### config.mk
export PLATFORM = sky130hd
export DESIGN_NAME = fofb_link
export DESIGN_NICKNAME = d
export VERILOG_FILES = /design/src/hdl/fofb_pkg.sv /design/src/hdl/fofb_link.sv /design/src/hdl/readback_rx.sv /design/src/hdl/setpoint_tx.sv /design/src/hdl/setpoint_stash.sv
export VERILOG_INCLUDE_DIRS = /design/src /design/src/hdl
export SDC_FILE = /design/constraint.sdc
export NUM_CORES = 1
export LEC_CHECK = 0
export BUFFER_PORTS_ARGS = -buffer_cell sky130_fd_sc_hd__buf_2
export CAP_MARGIN = 30
export CORE_AREA = 2 2 373 375
export DETAILED_ROUTE_END_ITERATION = 6
export DIE_AREA = 0 0 375 377
export GPL_TIMING_DRIVEN = 0
export MAX_ROUTING_LAYER = met4
export PLACE_DENSITY = 0.53
export SYNTH_ARGS = -nofsm -noshare
export SYNTH_HDL_FRONTEND = slang
export SYNTH_SLANG_ARGS = --single-unit
### constraint.sdc
create_clock -name ethClk -period 3.1 [get_ports ethClk]
set_input_delay 0.775 -clock ethClk [delete_from_list [all_inputs] [get_ports ethClk]]
set_output_delay 0.775 -clock ethClk [all_outputs]
set_load 0.01 [all_outputs]
### src/hdl/fofb_consts.svh
// Sizes and payload layout shared by the fast orbit feedback link.
// Included by the package and by every module that sizes a port from them.

`ifndef FOFB_CONSTS_SVH
`define FOFB_CONSTS_SVH

//////////////////////////////////////////////////
// stash sizing
`define FOFB_MAX_SUPPLIES 32                          // supplies per frame, at most
`define FOFB_ADDR_W       $clog2(`FOFB_MAX_SUPPLIES)  // stash address bits
`define FOFB_VALUE_W      32                          // setpoint / readback word

//////////////////////////////////////////////////
// packet layout
`define FOFB_LEN_W        11                          // covers a 1500 byte payload
`define FOFB_NONCE_W      64                          // packet sequence number
`define FOFB_CMD_W        4                           // readback command code

// payload identifier, sent 0x76 first
`define FOFB_MAGIC        16'h7631

`define FOFB_HDR_BYTES    12                          // magic, command, nonce
`define FOFB_REC_BYTES    6                           // supply number plus value

`endif
### src/hdl/fofb_pkg.sv
// Types passed between the setpoint stash, the transmit builder, the readback
// parser and the MAC client port.

`include "fofb_consts.svh"

package fofb_pkg;

  // one beat of a setpoint frame from the feedback system
  typedef struct packed {
    logic                     valid;
    logic                     last;   // final supply of the frame
    logic [`FOFB_VALUE_W-1:0] value;
  } setpoint_beat_t;

  // transmit request towards the MAC client
  typedef struct packed {
    logic                   req;
    logic [`FOFB_LEN_W-1:0] length;  // UDP payload bytes
  } tx_request_t;

  // transmit handshake back from the MAC client
  typedef struct packed {
    logic ack;
    logic strobe;  // one payload byte taken
    logic warn;    // low on the final byte
  } tx_status_t;

  // receive byte stream from the MAC client
  typedef struct packed {
    logic       ready;   // new packet starting
    logic       strobe;
    logic [7:0] data;
  } rx_byte_t;

  // A 6-byte supply record on the wire. bytes[0] goes out first.
  typedef union packed {
    logic [0:`FOFB_REC_BYTES-1][7:0] bytes;
    struct packed {
      logic [15:0]              supply;
      logic [`FOFB_VALUE_W-1:0] value;
    } fields;
  } supply_record_u;

  // one parsed readback record
  typedef struct packed {
    logic                     valid;
    logic [7:0]               supply;
    logic [`FOFB_VALUE_W-1:0] value;
  } rx_record_t;

endpackage

### src/hdl/fofb_link.sv
// Fast orbit feedback Ethernet client core. Setpoint frames go into the
// stash, out through the builder to the MAC client; readback payloads from
// the client come back through the parser as supply records.

`timescale 1ns/100ps

`include "fofb_consts.svh"

module fofb_link (
  input  logic                       ethClk,
  input  logic                       arst_n,
  input  fofb_pkg::setpoint_beat_t   beat,
  input  logic [`FOFB_CMD_W-1:0]     readback_cmd,
  input  fofb_pkg::tx_status_t       tx_status,
  input  fofb_pkg::rx_byte_t         rx_byte,
  output fofb_pkg::tx_request_t      tx_req,
  output logic [7:0]                 data_tx,
  output fofb_pkg::rx_record_t       record,
  output logic                       hdr_bad
);

  logic [`FOFB_ADDR_W-1:0]  raddr;
  logic [`FOFB_VALUE_W-1:0] rdata;
  logic                     sent;
  logic                     pending;
  logic [`FOFB_ADDR_W:0]    supply_count;
  logic [`FOFB_NONCE_W-1:0] nonce;   // parser checks against last sent

  //////////////////////////////////////////////////
  // setpoint path
  setpoint_stash u_stash (
    .ethClk       (ethClk),
    .arst_n       (arst_n),
    .beat         (beat),
    .raddr        (raddr),
    .rdata        (rdata),
    .sent         (sent),
    .pending      (pending),
    .supply_count (supply_count)
  );

  setpoint_tx u_tx (
    .ethClk       (ethClk),
    .arst_n       (arst_n),
    .pending      (pending),
    .supply_count (supply_count),
    .raddr        (raddr),
    .rdata        (rdata),
    .sent         (sent),
    .readback_cmd (readback_cmd),
    .req          (tx_req),
    .status       (tx_status),
    .data_tx      (data_tx),
    .nonce        (nonce)
  );

  //////////////////////////////////////////////////
  // readback path
  readback_rx u_rx (
    .ethClk       (ethClk),
    .arst_n       (arst_n),
    .rx           (rx_byte),
    .readback_cmd (readback_cmd),
    .nonce        (nonce),
    .record       (record),
    .hdr_bad      (hdr_bad)
  );

endmodule

### src/hdl/readback_rx.sv
// Readback parser. Walks a received payload in the same layout the builder
// sends, flags header bytes that differ and emits each supply record.

`timescale 1ns/100ps

`include "fofb_consts.svh"

module readback_rx (
  input  logic                       ethClk,
  input  logic                       arst_n,
  input  fofb_pkg::rx_byte_t         rx,
  input  logic [`FOFB_CMD_W-1:0]     readback_cmd,
  input  logic [`FOFB_NONCE_W-1:0]   nonce,
  output fofb_pkg::rx_record_t       record,
  output logic                       hdr_bad
);

  localparam int         CMD_W    = `FOFB_CMD_W;
  localparam logic [3:0] HDR_LAST = 4'(`FOFB_HDR_BYTES - 1);
  localparam logic [3:0] REC_LAST = 4'(`FOFB_REC_BYTES - 1);

  logic                            in_hdr;
  logic [3:0]                      pos;
  logic                            valid_r;
  logic                            rec_wr;
  logic [0:`FOFB_HDR_BYTES-1][7:0] hdr_bytes;   // what the builder would send
  fofb_pkg::supply_record_u        rec_buf;

  assign hdr_bytes = {`FOFB_MAGIC, 8'h00, {(8 - CMD_W){1'b0}}, readback_cmd, nonce};

  //////////////////////////////////////////////////
  // parse state and header check
  always_ff @(posedge ethClk or negedge arst_n) begin
    if (!arst_n) begin
      in_hdr  <= 1'b1;
      pos     <= '0;
      valid_r <= 1'b0;
      hdr_bad <= 1'b0;
    end else begin
      valid_r <= 1'b0;
      if (rx.ready) begin
        in_hdr  <= 1'b1;  // restart at first header byte
        pos     <= '0;
        hdr_bad <= 1'b0;
      end else if (rx.strobe) begin
        if (in_hdr) begin
          if (rx.data != hdr_bytes[pos]) begin
            hdr_bad <= 1'b1;
          end
          if (pos == HDR_LAST) begin
            in_hdr <= 1'b0;
            pos    <= '0;
          end else begin
            pos <= pos + 1'b1;
          end
        end else begin
          if (pos == '0 && rx.data != 8'h00) begin
            hdr_bad <= 1'b1;  // supply numbers fit one byte
          end
          if (pos == REC_LAST) begin
            pos     <= '0;
            valid_r <= 1'b1;
          end else begin
            pos <= pos + 1'b1;
          end
        end
      end
    end
  end

  //////////////////////////////////////////////////
  // record assembly
  assign rec_wr = rx.strobe && !rx.ready && !in_hdr;

  always_ff @(posedge ethClk) begin
    if (rec_wr) begin
      rec_buf.bytes[pos[2:0]] <= rx.data;
    end
  end

  always_comb begin
    record.valid  = valid_r;
    record.supply = rec_buf.fields.supply[7:0];
    record.value  = rec_buf.fields.value;
  end

endmodule

### src/hdl/setpoint_tx.sv
// Transmit builder. Turns a stashed frame into a UDP payload byte stream for
// the MAC client: magic, readback command, nonce, then one 6-byte record per
// supply. Bytes advance only on client strobes.

`timescale 1ns/100ps

`include "fofb_consts.svh"

module setpoint_tx (
  input  logic                         ethClk,
  input  logic                         arst_n,
  input  logic                         pending,
  input  logic [`FOFB_ADDR_W:0]        supply_count,
  output logic [`FOFB_ADDR_W-1:0]      raddr,
  input  logic [`FOFB_VALUE_W-1:0]     rdata,
  output logic                         sent,
  input  logic [`FOFB_CMD_W-1:0]       readback_cmd,
  output fofb_pkg::tx_request_t        req,
  input  fofb_pkg::tx_status_t         status,
  output logic [7:0]                   data_tx,
  output logic [`FOFB_NONCE_W-1:0]     nonce
);

  localparam int          ADDR_W   = `FOFB_ADDR_W;
  localparam int          LEN_W    = `FOFB_LEN_W;
  localparam int          CMD_W    = `FOFB_CMD_W;
  localparam logic [3:0]  HDR_LAST = 4'(`FOFB_HDR_BYTES - 1);
  localparam logic [3:0]  REC_LAST = 4'(`FOFB_REC_BYTES - 1);

  logic                                busy;
  logic                                in_hdr;      // header bytes still going out
  logic [3:0]                          pos;         // byte within header or record
  logic [7:0]                          supply_idx;
  logic [LEN_W-1:0]                    pkt_len;
  logic [0:`FOFB_HDR_BYTES-1][7:0]     hdr_bytes;
  fofb_pkg::supply_record_u            rec;

  //////////////////////////////////////////////////
  // byte selection
  assign hdr_bytes = {`FOFB_MAGIC, 8'h00, {(8 - CMD_W){1'b0}}, readback_cmd, nonce};

  always_comb begin
    rec.fields.supply = {8'h00, supply_idx};
    rec.fields.value  = rdata;  // RAM word for this supply
  end

  assign raddr   = supply_idx[ADDR_W-1:0];
  assign data_tx = in_hdr ? hdr_bytes[pos] : rec.bytes[pos[2:0]];

  assign pkt_len = LEN_W'(`FOFB_HDR_BYTES) +
                   LEN_W'(`FOFB_REC_BYTES) * LEN_W'(supply_count);

  //////////////////////////////////////////////////
  // packet sequencer
  always_ff @(posedge ethClk or negedge arst_n) begin
    if (!arst_n) begin
      busy       <= 1'b0;
      sent       <= 1'b0;
      req        <= '0;
      nonce      <= '0;
      in_hdr     <= 1'b1;
      pos        <= '0;
      supply_idx <= '0;
    end else begin
      sent <= 1'b0;
      if (busy) begin
        if (status.ack) begin
          req.req <= 1'b0;
        end
        if (status.strobe) begin
          if (!status.warn) begin
            busy <= 1'b0;  // final byte taken
            sent <= 1'b1;
          end else if (in_hdr) begin
            if (pos == HDR_LAST) begin
              in_hdr <= 1'b0;
              pos    <= '0;
            end else begin
              pos <= pos + 1'b1;
            end
          end else if (pos == REC_LAST) begin
            pos        <= '0;
            supply_idx <= supply_idx + 1'b1;  // RAM read starts now
          end else begin
            pos <= pos + 1'b1;
          end
        end
      end else begin
        in_hdr     <= 1'b1;
        pos        <= '0;
        supply_idx <= '0;
        // pending still high while sent clears it
        if (pending && !sent) begin
          busy       <= 1'b1;
          req.req    <= 1'b1;
          req.length <= pkt_len;
          nonce      <= nonce + 1'b1;
        end
      end
    end
  end

endmodule

### src/hdl/setpoint_stash.sv
// Setpoint RAM between the feedback system and the transmit builder.
// Holds one frame until the builder reports it sent; frames arriving
// meanwhile are dropped whole.

`timescale 1ns/100ps

`include "fofb_consts.svh"

module setpoint_stash (
  input  logic                           ethClk,
  input  logic                           arst_n,
  input  fofb_pkg::setpoint_beat_t       beat,
  input  logic [`FOFB_ADDR_W-1:0]        raddr,
  output logic [`FOFB_VALUE_W-1:0]       rdata,
  input  logic                           sent,
  output logic                           pending,
  output logic [`FOFB_ADDR_W:0]          supply_count
);

  localparam int ADDR_W  = `FOFB_ADDR_W;
  localparam int VALUE_W = `FOFB_VALUE_W;
  localparam int DEPTH   = `FOFB_MAX_SUPPLIES;

  logic [VALUE_W-1:0] ram [0:DEPTH-1];
  logic [ADDR_W-1:0]  waddr;
  logic               toss;    // rest of current frame is discarded
  logic               accept;

  // a beat is kept only when no earlier frame is waiting
  assign accept = beat.valid && !toss && !pending;

  //////////////////////////////////////////////////
  // payload RAM, one writer and one reader
  always_ff @(posedge ethClk) begin
    if (accept) begin
      ram[waddr] <= beat.value;
    end
    rdata <= ram[raddr];  // one cycle read latency
  end

  //////////////////////////////////////////////////
  // frame write control
  always_ff @(posedge ethClk or negedge arst_n) begin
    if (!arst_n) begin
      waddr        <= '0;
      toss         <= 1'b0;
      pending      <= 1'b0;
      supply_count <= '0;
    end else begin
      if (sent) begin
        pending <= 1'b0;  // builder done, stash free again
      end
      if (beat.valid) begin
        if (toss) begin
          if (beat.last) begin
            toss <= 1'b0;
          end
        end else if (pending) begin
          // frame started while busy, drop through its last beat
          if (!beat.last) begin
            toss <= 1'b1;
          end
        end else if (beat.last) begin
          supply_count <= {1'b0, waddr} + 1'b1;  // last index plus one
          waddr        <= '0;
          pending      <= 1'b1;
        end else begin
          waddr <= waddr + 1'b1;
        end
      end
    end
  end

endmodule

==> results.toml <==
[cells_and_area]
layout-drive-gt1-share_pct = 33.90
areaGrowthSynthToFinish_pct = 20.25
num-nets-final = 2742
regArea_um2 = 35330
fin_cells = 4572
multi_input_area_um2 = 12330
fillers = 11865

[worst_setup_path]
required_ps = 2320
startpoint_type = "register"
cp_slowest_stage_delay_ps = 500
crit_top_cell = "a21oi_2"
path_class = "reg2out"
path_buf_inv = 2
path_cells = "buf_12, mux4_2, mux2i_1, nor2_1, a21oi_2, a21oi_2, buf_2"
end_kind = "output pin"
cp_max_fo = 7
r2r_slack_ps = 60
path_delay_family = "multiplexers"
worstPathArrival_ps = 2560
cp_slowest_cell = "mux4_2"

[yosys]
syn_area_per_cell_um2 = 20.65
yosysWarnings = 0
ys_ff_latch = 1205
synth_edf_count = 1064
async_flop_share_pct = 9.046
synth_flop_cell = "edfxtp_1"
synth_cell_types = 72
syn_area_um2 = 47740
yosysSeqAreaShare_pct = 73.99
synthCells = 2312

[grt]
grt_start_max_net_pins = 68
grt_pass1_vias = 25037
grt_first_pass_wirelength_mm = 181.3
grt-ovfl-total = 0
antenna_found_initial = 6
track_usage_pct = 18.47

[die]
rows = 136
die-height_um = 377
coreArea_um2 = 137000
fp.dieW_um = 375
die_area_um2 = 141400
num_io_pins = 115
initial_core_util_pct = 34.85

[run]
drv_cap = 0

[place]
dp_hpwl_mm = 85.86
port_buffers = 112
dp.cells = 4285
place_congestion = 0.8588

[pwr]
p_seq_share_pct = 50.5
clockPowerShare_pct = 41.0
combinationalPowerShare_pct = 8.5
p_per_area_nw_per_um2 = 636.6
p_int_w = 0.02789
netSwitchingFraction_pct = 23.69
ir_drop_mv = 0.4836
power_w = 0.03655
leakagePower_nw = 18.25
netSwitchingPower_w = 0.008658

[detailed_routing]
drt_iter0_markers = 2400
remaining_drc_errors = 0
dr.pass1.iters = 7
routed_wl_mm = 126.7
viasPerCell = 5.388
vias = 24634
wl_per_cell_um = 27.72
antenna_left = 0

[timing]
hold_slack_ps = 46.23
layout_setup_ws_ps = -231.7
fmax_ghz = 0.3001
hold_viol_final = 0
rsz0062_at_grt = "yes"
worst-slew-pin-transition_ps = 1084
skew_ps = 47.69
finalCritPeriodShare_pct = 107.5
setup_violations = 8
final-max-slew-violation-count = 0
timing.final.crit_period_ps = 3332
max_slew_margin_pct = 27.75

[status]
violations = "negative setup slack"
status = "complete, but fails checks"

[cts]
cts_tree = "built"
clock-sinks = 1205
clock_latency_ps = 770
numCtsBuffers = 131
clk_transition_reported_paths_ps = 60
ctsHtreeMaxLevel = 4
cts_root_buf = "clkbuf_16"
clockBufferDepth = 3

[hold_path]
hp-class = "in2async"
==> cell usage after synthesis, types with 3 or more instances <==
cell,instances,area share (%)
buf_4,3,0.047
a31oi_1,6,0.079
o21ai_0,34,0.36
mux4_2,342,16
edfxtp_1,1064,67
ha_1,20,0.52
nand2_1,72,0.57
mux2_2,33,0.78
dfxtp_1,32,1.3
nor4_1,10,0.13
a21oi_1,44,0.46
buf_2,29,0.30
or3b_2,3,0.055
nor2b_1,8,0.10
dfrtp_1,107,5.6
xnor2_1,48,0.88
nand3_1,33,0.35
nor3_1,13,0.14
o22ai_1,12,0.16
o31ai_1,3,0.047
nor2_1,108,0.85
and3_1,7,0.092
nand4_1,21,0.28
inv_1,23,0.18
nand2b_1,11,0.14
xor2_1,37,0.68
a21o_1,3,0.047
clkbuf_1,75,0.59
mux2i_1,36,0.75
and2_1,6,0.079
buf_1,7,0.055
or3_1,3,0.039
and4_2,3,0.063
and4_1,5,0.092
nand3b_1,5,0.079
==> cells in the final DEF (no fill, tap or decap), types with 21 or more instances in the layout <==
cell type / n
edfxtp_1: 1064
mux4_2: 343
clkbuf_16: 134
buf_2: 128
dfrtp_1: 100
clkbuf_1: 93
nand2_1: 71
nor2_1: 69
buf_12: 52
xnor2_1: 48
buf_4: 40
xor2_1: 37
nor2_4: 34
o21ai_0: 34
nand3_1: 33
mux2_2: 33
dfxtp_1: 32
mux2i_1: 29
a21oi_1: 25
inv_1: 23
buf_16: 22
clkinv_1: 22
nand4_1: 21
==> final cells by class <==
cell class	count	area share (%)
diodes	2	0.008718
plain buffers	104	1.066
clock buffers	180	6.212
clock inverters	61	0.9917
inverters	26	0.1831
multi-input cells	967	21.48
flip-flops and latches	1205	61.54
well taps	1794	3.910
repair buffers	233	4.603
==> power by group through the flow <==
stage                     combinational, W  sequential, W  clock [W]
after floorplan                    0.00155         0.0187          0
after global placement             0.00256         0.0188          0
after detailed placement           0.00277         0.0187          0
after CTS                          0.00300         0.0184     0.0153
after global routing               0.00338         0.0185     0.0159
final                              0.00312         0.0184     0.0150
==> per-layer routing <==
metal	vias up	GRT usage [%]	part of all wire [%]	wire, um
li1	10231	-	-	-
met1	13257	24.65	43	54060
met2	950	29.40	49	61580
met3	196	3.018	6.4	8155
met4	0	5.166	2.3	2934
met5	-	-	0	0
==> logic make-up (layout without fill, tap and decap cells) <==
family | after synthesis | after routing | share of synthesized area, %
AOI/OAI and AO/OA | 124 | 124 | 1.544
buffers and inverters | 141 | 604 | 1.224
other | 1 | 4 | 0.007855
xor gates and xnor gates | 85 | 85 | 1.559
and+or+nand+nor | 323 | 323 | 3.391
adders and majority gates | 21 | 21 | 0.5661
DFF | 1205 | 1205 | 73.99
muxes | 412 | 412 | 17.72
==> metrics by stage <==
stage	utilization (%)	area, um2	setup TNS [ps]	worst slack [ps]
2_1_floorplan	-	47750	-25260	-34.21
3_3_place_gp	36.91	50560	-2496760	-2728
3_5_place_dp	38.06	52130	-131410	-952.8
4_1_cts	41.35	56650	-2496	-324.1
5_1_grt	41.91	57410	-2144	-309.8
6_report	41.91	57410	-1403	-231.7
==> registers in the layout (all words and copies together) (netlist names) <==
name	cells
u_tx.req	10
u_tx.busy	1
u_stash.ram	1024
u_tx.in_hdr	1
u_tx.supply_idx	8
u_stash.pending	1
u_rx.in_hdr	1
u_tx.nonce	64
u_rx.rec_buf	40
u_stash.waddr	5
u_stash.rdata	32
u_rx.valid_r	1
u_rx.hdr_bad	1
u_tx.pos	4
u_rx.pos	4
u_tx.sent	1
u_stash.supply_count	6
u_stash.toss	1
==> timing repair <==
item,4_1_cts,5_1_grt
gates resized for setup,97,41
hold buffers,0,0
buffers inserted,9,43
setup endpoints to repair,44,420
pin swaps,6,40
hold endpoints to repair,0,0
==> final timing paths <==
path / from / end / depth (start not counted)
max: u_tx.pos[0]$_DFFE_PN0P_ / data_tx[1] / 7
min: arst_n / u_tx.nonce[13]$_DFFE_PN0P_ / 1
max reg2reg: u_tx.supply_idx[0]$_DFFE_PN0P_ / u_stash.rdata[22]$_DFF_P_ / 7
min reg2reg: u_tx.req[1]$_DFFE_PN0P_ / u_tx.req[1]$_DFFE_PN0P_ / 2
max in group asynchronous: arst_n / u_tx.in_hdr$_DFFE_PN1P_ / 2
min in group ethClk: tx_status[2] / u_tx.req[11]$_DFFE_PN0P_ / 2
No activity file was read; power rests on OpenSTA's default activity.
